==> src/scratchpad_cfg.svh <==
`ifndef SCRATCHPAD_CFG_SVH
`define SCRATCHPAD_CFG_SVH

`default_nettype none

// Request field widths
`define SP_ADDR_WIDTH 16
`define SP_ELEM_WIDTH 32
`define SP_TAG_WIDTH 2

// Tags in use per direction
`define SP_LD_COUNT 3
`define SP_ST_COUNT 2

// Storage sizes
`define SP_LSQ_DEPTH 4
`define SP_MEM_DEPTH 64

// Cycles a half-filled store tag may wait before it counts as deadlocked
`define SP_DEADLOCK_TIMEOUT 64

`default_nettype wire

`endif

==> src/scratchpad_pkg.sv <==
`include "scratchpad_cfg.svh"

`default_nettype none

package scratchpad_pkg;

  // --------------------------------------------------
  // Payload and index types
  // --------------------------------------------------
  typedef logic [`SP_ELEM_WIDTH-1:0] elem_t;

  // Memory index is the low part of the address field
  typedef logic [$clog2(`SP_MEM_DEPTH)-1:0] mem_idx_t;

  typedef logic [`SP_TAG_WIDTH-1:0] tag_t;

  // --------------------------------------------------
  // Error reporting
  // --------------------------------------------------
  typedef logic [15:0] err_code_t;

  localparam err_code_t ERR_NONE           = 16'd0;
  localparam err_code_t ERR_TAG_OOB        = 16'd1;
  localparam err_code_t ERR_STORE_DEADLOCK = 16'd2;

endpackage

`default_nettype wire

==> src/mem_error_monitor.sv <==
`timescale 1ns/1ps

`include "scratchpad_cfg.svh"

`default_nettype none

module mem_error_monitor (
  input  logic                      clk,
  input  logic                      rst_n,
  input  logic                      ld_valid,
  input  scratchpad_pkg::tag_t      ld_tag,
  input  logic                      st_addr_valid,
  input  scratchpad_pkg::tag_t      st_addr_tag,
  input  logic                      st_data_valid,
  input  scratchpad_pkg::tag_t      st_data_tag,
  input  logic                      deadlock,
  output logic                      error_valid,
  output scratchpad_pkg::err_code_t error_code
);

  logic                      tag_oob;
  logic                      err_detect;
  scratchpad_pkg::err_code_t err_next;

  // --------------------------------------------------
  // Tag range checks on valid alone
  // --------------------------------------------------
  assign tag_oob = (ld_valid && int'(ld_tag) >= `SP_LD_COUNT) ||
                   (st_addr_valid && int'(st_addr_tag) >= `SP_ST_COUNT) ||
                   (st_data_valid && int'(st_data_tag) >= `SP_ST_COUNT);

  // Tag error outranks deadlock
  always_comb begin
    err_detect = 1'b1;
    if (tag_oob) begin
      err_next = scratchpad_pkg::ERR_TAG_OOB;
    end else if (deadlock) begin
      err_next = scratchpad_pkg::ERR_STORE_DEADLOCK;
    end else begin
      err_detect = 1'b0;
      err_next   = scratchpad_pkg::ERR_NONE;
    end
  end

  // First error sticks until reset
  always_ff @(posedge clk or negedge rst_n) begin
    if (!rst_n) begin
      error_valid <= 1'b0;
      error_code  <= scratchpad_pkg::ERR_NONE;
    end else if (!error_valid && err_detect) begin
      error_valid <= 1'b1;
      error_code  <= err_next;
    end
  end

endmodule

`default_nettype wire

==> src/scratchpad_mem.sv <==
`timescale 1ns/1ps

`include "scratchpad_cfg.svh"

`default_nettype none

module scratchpad_mem (
  input  logic                     clk,
  input  logic                     wr_en,
  input  scratchpad_pkg::mem_idx_t wr_idx,
  input  scratchpad_pkg::elem_t    wr_data,
  input  scratchpad_pkg::mem_idx_t rd_idx,
  output scratchpad_pkg::elem_t    rd_data
);

  localparam int DEPTH = `SP_MEM_DEPTH;

  // --------------------------------------------------
  // Storage array
  // --------------------------------------------------
  scratchpad_pkg::elem_t mem [DEPTH];

  // Single write port, driven by the store pairing unit
  always_ff @(posedge clk) begin
    if (wr_en) begin
      mem[wr_idx] <= wr_data;
    end
  end

  // --------------------------------------------------
  // Read port
  // --------------------------------------------------
  // Zero-latency read, so a load sees the array as of this cycle
  // and a same-cycle store shows up only on the next one
  assign rd_data = mem[rd_idx];

endmodule

`default_nettype wire

==> src/scratchpad_top.sv <==
`timescale 1ns/1ps

`include "scratchpad_cfg.svh"

`default_nettype none

module scratchpad_top (
  input  logic                                   clk,
  input  logic                                   rst_n,
  // Load request and responses
  input  logic                                   ld_addr_valid,
  output logic                                   ld_addr_ready,
  input  logic [`SP_TAG_WIDTH+`SP_ADDR_WIDTH-1:0] ld_addr_data,
  output logic                                   ld_data_valid,
  input  logic                                   ld_data_ready,
  output logic [`SP_TAG_WIDTH+`SP_ELEM_WIDTH-1:0] ld_data_data,
  output logic                                   ld_done_valid,
  input  logic                                   ld_done_ready,
  output scratchpad_pkg::tag_t                   ld_done_data,
  // Store streams and completion
  input  logic                                   st_addr_valid,
  output logic                                   st_addr_ready,
  input  logic [`SP_TAG_WIDTH+`SP_ADDR_WIDTH-1:0] st_addr_data,
  input  logic                                   st_data_valid,
  output logic                                   st_data_ready,
  input  logic [`SP_TAG_WIDTH+`SP_ELEM_WIDTH-1:0] st_data_data,
  output logic                                   st_done_valid,
  input  logic                                   st_done_ready,
  output scratchpad_pkg::tag_t                   st_done_data,
  // Sticky error
  output logic                                   error_valid,
  output scratchpad_pkg::err_code_t              error_code
);

  localparam int NTAG  = `SP_ST_COUNT;
  localparam int AW    = `SP_ADDR_WIDTH;
  localparam int EW    = `SP_ELEM_WIDTH;
  localparam int IDX_W = $bits(scratchpad_pkg::mem_idx_t);

  // Out-of-range store tags fall back to tag 0
  function automatic scratchpad_pkg::tag_t clamp_st_tag(input scratchpad_pkg::tag_t raw);
    if (int'(raw) >= NTAG) begin
      return '0;
    end
    return raw;
  endfunction

  // --------------------------------------------------
  // Tag split
  // --------------------------------------------------
  scratchpad_pkg::tag_t     ld_tag;
  scratchpad_pkg::tag_t     st_addr_tag;
  scratchpad_pkg::tag_t     st_data_tag;
  scratchpad_pkg::mem_idx_t ld_idx;
  scratchpad_pkg::elem_t    rd_data;

  assign ld_tag      = ld_addr_data[AW +: `SP_TAG_WIDTH];
  assign ld_idx      = ld_addr_data[IDX_W-1:0];
  assign st_addr_tag = st_addr_data[AW +: `SP_TAG_WIDTH];
  assign st_data_tag = st_data_data[EW +: `SP_TAG_WIDTH];

  // --------------------------------------------------
  // Load path, zero latency
  // --------------------------------------------------
  assign ld_addr_ready = ld_addr_valid && ld_data_ready && ld_done_ready;
  assign ld_data_valid = ld_addr_valid;
  assign ld_done_valid = ld_addr_valid;
  assign ld_data_data  = {ld_tag, rd_data};
  assign ld_done_data  = ld_tag;

  // --------------------------------------------------
  // Store queues and pairing
  // --------------------------------------------------
  logic [NTAG-1:0]                     addr_present;
  logic [NTAG-1:0]                     data_present;
  logic [NTAG-1:0]                     pop;
  scratchpad_pkg::mem_idx_t [NTAG-1:0] addr_heads;
  scratchpad_pkg::elem_t [NTAG-1:0]    data_heads;
  logic                                wr_en;
  scratchpad_pkg::mem_idx_t            wr_idx;
  scratchpad_pkg::elem_t               wr_data;
  logic                                deadlock;

  tagged_store_queue #(.payload_t(scratchpad_pkg::mem_idx_t)) i_addr_queue (
    .clk          (clk),
    .rst_n        (rst_n),
    .push_valid   (st_addr_valid),
    .push_tag     (clamp_st_tag(st_addr_tag)),
    .push_payload (st_addr_data[IDX_W-1:0]),
    .pop          (pop),
    .push_ready   (st_addr_ready),
    .head_present (addr_present),
    .head_payload (addr_heads)
  );

  tagged_store_queue #(.payload_t(scratchpad_pkg::elem_t)) i_data_queue (
    .clk          (clk),
    .rst_n        (rst_n),
    .push_valid   (st_data_valid),
    .push_tag     (clamp_st_tag(st_data_tag)),
    .push_payload (st_data_data[EW-1:0]),
    .pop          (pop),
    .push_ready   (st_data_ready),
    .head_present (data_present),
    .head_payload (data_heads)
  );

  store_pair_unit i_store_pair_unit (
    .clk           (clk),
    .rst_n         (rst_n),
    .addr_present  (addr_present),
    .data_present  (data_present),
    .addr_heads    (addr_heads),
    .data_heads    (data_heads),
    .st_done_ready (st_done_ready),
    .pop           (pop),
    .st_done_valid (st_done_valid),
    .st_done_data  (st_done_data),
    .wr_en         (wr_en),
    .wr_idx        (wr_idx),
    .wr_data       (wr_data),
    .deadlock      (deadlock)
  );

  scratchpad_mem i_scratchpad_mem (
    .clk     (clk),
    .wr_en   (wr_en),
    .wr_idx  (wr_idx),
    .wr_data (wr_data),
    .rd_idx  (ld_idx),
    .rd_data (rd_data)
  );

  // Raw tags go to the monitor so clamped stores are still flagged
  mem_error_monitor i_mem_error_monitor (
    .clk           (clk),
    .rst_n         (rst_n),
    .ld_valid      (ld_addr_valid),
    .ld_tag        (ld_tag),
    .st_addr_valid (st_addr_valid),
    .st_addr_tag   (st_addr_tag),
    .st_data_valid (st_data_valid),
    .st_data_tag   (st_data_tag),
    .deadlock      (deadlock),
    .error_valid   (error_valid),
    .error_code    (error_code)
  );

endmodule

`default_nettype wire

==> src/store_pair_unit.sv <==
`timescale 1ns/1ps

`include "scratchpad_cfg.svh"

`default_nettype none

module store_pair_unit (
  input  logic                                        clk,
  input  logic                                        rst_n,
  input  logic [`SP_ST_COUNT-1:0]                     addr_present,
  input  logic [`SP_ST_COUNT-1:0]                     data_present,
  input  scratchpad_pkg::mem_idx_t [`SP_ST_COUNT-1:0] addr_heads,
  input  scratchpad_pkg::elem_t [`SP_ST_COUNT-1:0]    data_heads,
  input  logic                                        st_done_ready,
  output logic [`SP_ST_COUNT-1:0]                     pop,
  output logic                                        st_done_valid,
  output scratchpad_pkg::tag_t                        st_done_data,
  output logic                                        wr_en,
  output scratchpad_pkg::mem_idx_t                    wr_idx,
  output scratchpad_pkg::elem_t                       wr_data,
  output logic                                        deadlock
);

  localparam int NTAG    = `SP_ST_COUNT;
  localparam int TIMEOUT = `SP_DEADLOCK_TIMEOUT;
  localparam int CNT_W   = $clog2(TIMEOUT + 1);

  logic [NTAG-1:0] pair_ready;
  logic [NTAG-1:0] dl_hit;

  assign pair_ready = addr_present & data_present;

  // --------------------------------------------------
  // Lowest ready tag wins, one pair per cycle
  // --------------------------------------------------
  always_comb begin
    st_done_valid = 1'b0;
    st_done_data  = '0;
    wr_idx        = '0;
    wr_data       = '0;
    // Walk downwards so the lowest tag is assigned last
    for (int t = NTAG - 1; t >= 0; t--) begin
      if (pair_ready[t]) begin
        st_done_valid = 1'b1;
        st_done_data  = scratchpad_pkg::tag_t'(t);
        wr_idx        = addr_heads[t];
        wr_data       = data_heads[t];
      end
    end
  end

  // Write and pop happen on the done transfer
  assign wr_en = st_done_valid && st_done_ready;

  always_comb begin
    pop = '0;
    for (int t = 0; t < NTAG; t++) begin
      pop[t] = wr_en && (st_done_data == scratchpad_pkg::tag_t'(t));
    end
  end

  // --------------------------------------------------
  // Deadlock watchdog per tag
  // --------------------------------------------------
  for (genvar t = 0; t < NTAG; t++) begin : g_watchdog
    logic [CNT_W-1:0] wait_cnt;
    logic             one_sided;

    // Only one half of the pair is queued
    assign one_sided = addr_present[t] ^ data_present[t];

    always_ff @(posedge clk or negedge rst_n) begin
      if (!rst_n) begin
        wait_cnt <= '0;
      end else if (!one_sided) begin
        wait_cnt <= '0;
      end else if (wait_cnt != CNT_W'(TIMEOUT)) begin
        wait_cnt <= wait_cnt + CNT_W'(1);
      end
    end

    assign dl_hit[t] = (wait_cnt == CNT_W'(TIMEOUT));
  end

  assign deadlock = |dl_hit;

endmodule

`default_nettype wire

==> src/tagged_store_queue.sv <==
`timescale 1ns/1ps

`include "scratchpad_cfg.svh"

`default_nettype none

module tagged_store_queue #(
  parameter type payload_t = scratchpad_pkg::elem_t
) (
  input  logic                            clk,
  input  logic                            rst_n,
  input  logic                            push_valid,
  input  scratchpad_pkg::tag_t            push_tag,
  input  payload_t                        push_payload,
  input  logic [`SP_ST_COUNT-1:0]         pop,
  output logic                            push_ready,
  output logic [`SP_ST_COUNT-1:0]         head_present,
  output payload_t [`SP_ST_COUNT-1:0]     head_payload
);

  localparam int NTAG  = `SP_ST_COUNT;
  localparam int DEPTH = `SP_LSQ_DEPTH;
  localparam int PTR_W = (DEPTH > 1) ? $clog2(DEPTH) : 1;
  localparam int CNT_W = PTR_W + 1;

  logic [NTAG-1:0] tag_hit;
  logic [NTAG-1:0] full;

  // --------------------------------------------------
  // One circular FIFO per store tag
  // --------------------------------------------------
  for (genvar t = 0; t < NTAG; t++) begin : g_tag
    payload_t         slots [DEPTH];
    logic [PTR_W-1:0] wr_ptr;
    logic [PTR_W-1:0] rd_ptr;
    logic [CNT_W-1:0] count;
    logic             push_en;
    logic             pop_en;

    assign tag_hit[t] = (push_tag == scratchpad_pkg::tag_t'(t));
    assign full[t]    = (count == CNT_W'(DEPTH));
    assign push_en    = push_valid && tag_hit[t] && !full[t];
    // A pop of an empty FIFO is ignored
    assign pop_en     = pop[t] && (count != '0);

    always_ff @(posedge clk or negedge rst_n) begin
      if (!rst_n) begin
        wr_ptr <= '0;
        rd_ptr <= '0;
        count  <= '0;
      end else begin
        if (push_en) begin
          wr_ptr <= (wr_ptr == PTR_W'(DEPTH - 1)) ? '0 : wr_ptr + PTR_W'(1);
        end
        if (pop_en) begin
          rd_ptr <= (rd_ptr == PTR_W'(DEPTH - 1)) ? '0 : rd_ptr + PTR_W'(1);
        end
        // Count holds when push and pop land together
        case ({push_en, pop_en})
          2'b10:   count <= count + CNT_W'(1);
          2'b01:   count <= count - CNT_W'(1);
          default: count <= count;
        endcase
      end
    end

    always_ff @(posedge clk) begin
      if (push_en) begin
        slots[wr_ptr] <= push_payload;
      end
    end

    assign head_present[t] = (count != '0);
    assign head_payload[t] = slots[rd_ptr];
  end

  // --------------------------------------------------
  // Ready follows the target tag only, never push_valid
  // --------------------------------------------------
  always_comb begin
    push_ready = 1'b0;
    for (int t = 0; t < NTAG; t++) begin
      if (tag_hit[t]) begin
        push_ready = !full[t];
      end
    end
  end

endmodule

`default_nettype wire

==> config.mk <==
export PLATFORM = sky130hd
export DESIGN_NAME = scratchpad_top
export DESIGN_NICKNAME = d
export VERILOG_FILES = /design/src/scratchpad_pkg.sv /design/src/mem_error_monitor.sv /design/src/scratchpad_mem.sv /design/src/scratchpad_top.sv /design/src/store_pair_unit.sv /design/src/tagged_store_queue.sv
export VERILOG_INCLUDE_DIRS = /design/src
export SDC_FILE = /design/constraint.sdc
export NUM_CORES = 2
export LEC_CHECK = 0
export BUFFER_PORTS_ARGS = -buffer_cell sky130_fd_sc_hd__buf_2
export CORE_MARGIN = 3
export CORE_UTILIZATION = 60
export CTS_CLUSTER_DIAMETER = 80
export DETAILED_ROUTE_END_ITERATION = 8
export PLACE_DENSITY = 0.76
export SLEW_MARGIN = 20
export SYNTH_ARGS = -nofsm -noshare
export SYNTH_HDL_FRONTEND = slang
export SYNTH_HIERARCHICAL = 1
export SYNTH_SLANG_ARGS = --single-unit
export TNS_END_PERCENT = 30
==> constraint.sdc <==
create_clock -name clk -period 5.5 [get_ports clk]
set_clock_uncertainty 0.1 [all_clocks]
set_input_delay 0.825 -clock clk [delete_from_list [all_inputs] [get_ports clk]]
set_output_delay 0.825 -clock clk [all_outputs]
set_load 0.02 [all_outputs]
==> summary.md <==
| Metric | Value |
|---|---|
| Mapped Cells | 4032 |
| Leakage | 32.9 nW |
| Top-count cell post-synth | edfxtp_1 |
| Congestion Overflow GR | 0 |
| Detail Placement HPWL | 122 mm |
| Met3 WL post-DR | 24.3 mm |
| # setup viols final | 0 |
| Fmax | 0.205 GHz |
| Die W | 398 µm |
| Initial antenna violation count | 9 |
| Clock buffer depth | 3 |
| # DRC | 0 |
| Synth top area share | 76.6% |
| Vias in the first global route | 45703 |
| Worst slew pin tran | 1.10 ns |
| CTS Buf Count | 221 |
| Finished Layout Cells | 6544 |
| Hold Slack | 0.144 ns |
| Iter 0 DRT Violations | 6202 |
| Placed cell area | 0.0966 mm² |
| Worst path arrival time | 3.95 ns |
| M1 WL | 79.6 mm |
| Area leader, netlist | edfxtp_1 |
| First-pass GRT wire length | 322 mm |
| CTS tree | yes |
| Most frequent cells after synthesis | edfxtp_1, mux4_2, nor2_1 |
| Die ar. | 0.159 mm² |
| Final layout net count | 4431 |
| Root Buffer | clkbuf_16 |
| Mean Syn Cell Area | 22.9 µm² |
| Largest net degree at the start of global routing | 65 |
| Met2 WL post-DR | 109 mm |
| Fill cell count | 8800 |
| H-tree Lvls | 4 |
| Wire length per cell | 33.9 µm |
| Clock Latency Late Sink | 0.84 ns |
| Ports | 139 |
| Share of cells above drive strength 1 | 29.6% |
| Ys Warns | 6 |
| Final Slew Violations | 0 |
| CTS resizes | 0 |
| Clock sinks | 2397 |
| Distinct cells, synth | 55 |
| Top Metal Used | met5 |
| Post-synthesis async set-or-reset flop share | 1.88% |
| Tmin final | 4.87 ns |
| Post-Route Setup TNS | 0 ns |
| Kind of end point of the critical path | primary output |
| Post-synth EDFFs | 2352 |
| Post-cts hold buffer count | 0 |
| Initial Utilization | 60.6% |
| Tot GR Track Use | 28.6% |
| I/O Buffers | 103 |
| DR vias | 44521 |
| Primary FF master, synth | edfxtp_1 |
| Slew HR | 26.6% |
| Post-route cell area | 0.104 mm² |
| Routability cong. | 0.788 |
| Final Hold Viols | 0 |
| CORE AREA | 0.152 mm² |
| Fin crit share | 88.6% |
| Worst hold path type | primary input to register |
| Pre-antenna DRT Iters | 6 |
| Via density | 6.80 |
| Worst-path clk slew | 0.06 ns |
| CP Class | primary input to primary output |
| Final core utilization | 68.1% |
| Critical Path Fanout Max | 45 |
| Synth area leaders | edfxtp_1, mux4_2, dfrtp_1, mux2i_1, nor2_1 |
| CP Launch Type | primary input |
| Rows | 143 |
| Synthesized area | 0.0923 mm² |
| Worst Path Required | 4.58 ns |
| Sequential fraction of the synthesis area | 77.8% |
| Peak VDD IR | 0.000577 V |
| Max-Cap Viols | 0 |
| Total Wirelength | 222 mm |
| Die Y | 398 µm |
| Post-CTS Setup Bufs | 0 |
| DRT antenna net count | 0 |
| RSZ-0062 raised after global routing | false |
| PwrDens | 508 mW/mm² |
| Post-Place Cells | 6125 |
| Yosys reg bits | 2397 |
| Status | completed |
| Layout area overhead | 12.4% |
layout make-up:
type	count	area [µm²]	area share, %
flip-flops and latches	2397	71800	69.2
diodes	7	17.5	0.0169
multi-input cells	1385	19900	19.2
well taps	2030	2540	2.45
repair buffers	280	2430	2.35
clock buffers	287	5830	5.62
inverters	34	128	0.123
clock inverters	124	1110	1.07
kinds of logic (layout without fill, tap and decap cells):
logic type,Yosys count,count (layout),share of synthesized area (%)
other,3,28,0.0122
and+or+nand+nor,324,324,1.73
adders and majority gates,34,34,0.494
muxes,737,737,16.5
buffers and inverters,268,725,1.48
xor gates and xnor gates,17,17,0.161
DFF,2397,2397,77.8
AOI/OAI and AO/OA,252,252,1.88
power by group:
part	switching (mW)	leakage [nW]	total, mW	internal, mW
Sequential	0.578	21.8	27.0	26.5
Clock	6.59	3.38	14.7	8.11
Combinational	8.39	7.75	10.9	2.52
final timing paths:
kind                                                                 start                                     endpoint  slack (ns)  cells past startpoint
min in group asynchronous                                            rst_n  i_data_queue/g_tag[1].wr_ptr[1]$_DFFE_PN0P_        0.43                      2
worst max register to register  i_addr_queue/g_tag[0].count[1]$_DFFE_PN0P_       i_scratchpad_mem/mem[27][29]$_DFFE_PP_        0.91                      8
worst min-delay path                                       st_data_data[7]  i_data_queue/g_tag[1].slots[0][7]$_DFFE_PP_        0.14                      1
worst min register to register  i_data_queue/g_tag[0].count[2]$_DFFE_PN0P_   i_data_queue/g_tag[0].count[2]$_DFFE_PN0P_        0.38                      1
max in group asynchronous                                            rst_n  i_data_queue/g_tag[1].rd_ptr[0]$_DFFE_PN0P_        4.44                      2
worst max-delay path                                       ld_addr_data[0]                              ld_data_data[3]        0.63                      7
layer usage:
layer  vias up  global-route usage (%)
li1      17605                       -
met1     23492                    40.3
met2      2930                    45.1
met3       488                    5.47
met4         6                    11.5
met5         -                       0
sequential cells by signal, summed over array words and instances, names as in the netlist:
name and cells:
i_addr_queue/g_tag.wr_ptr 4, i_data_queue/g_tag.count 6, i_store_pair_unit/g_watchdog.wait_cnt 14, i_mem_error_monitor/error_code 2, i_data_queue/g_tag.rd_ptr 4, i_scratchpad_mem/mem 2048, i_data_queue/g_tag.wr_ptr 4, i_addr_queue/g_tag.rd_ptr 4
i_mem_error_monitor/error_valid 1, i_addr_queue/g_tag.count 6, i_addr_queue/g_tag.slots 48, i_data_queue/g_tag.slots 256
critical path, cell delays in order:
cell	delay [ns]
buf_8	0.52
buf_12	0.33
mux4_2	0.57
mux4_2	0.54
o22ai_1	0.58
nor2_1	0.28
buf_2	0.24
cell usage in the layout, fill, tap and decap left out, types with 49 or more instances in the layout:
cell type,Yosys,final
o22ai_1,85,85
nor2_1,155,93
buf_4,46,134
nor2_4,0,62
buf_2,73,98
clkbuf_1,79,62
edfxtp_1,2352,2352
mux2i_1,101,101
mux4_2,612,612
clkbuf_16,0,222
a21oi_1,62,62
nand2_1,49,49
through the flow:
stage	power, mW	setup slack [ns]
after floorplan	33.2	0.767
after global placement	37.3	0.667
after detailed placement	37.9	0.670
after CTS	52.5	0.600
after global routing	54.2	0.625
final	52.7	0.629
No activity file was read; power rests on OpenSTA's default activity.
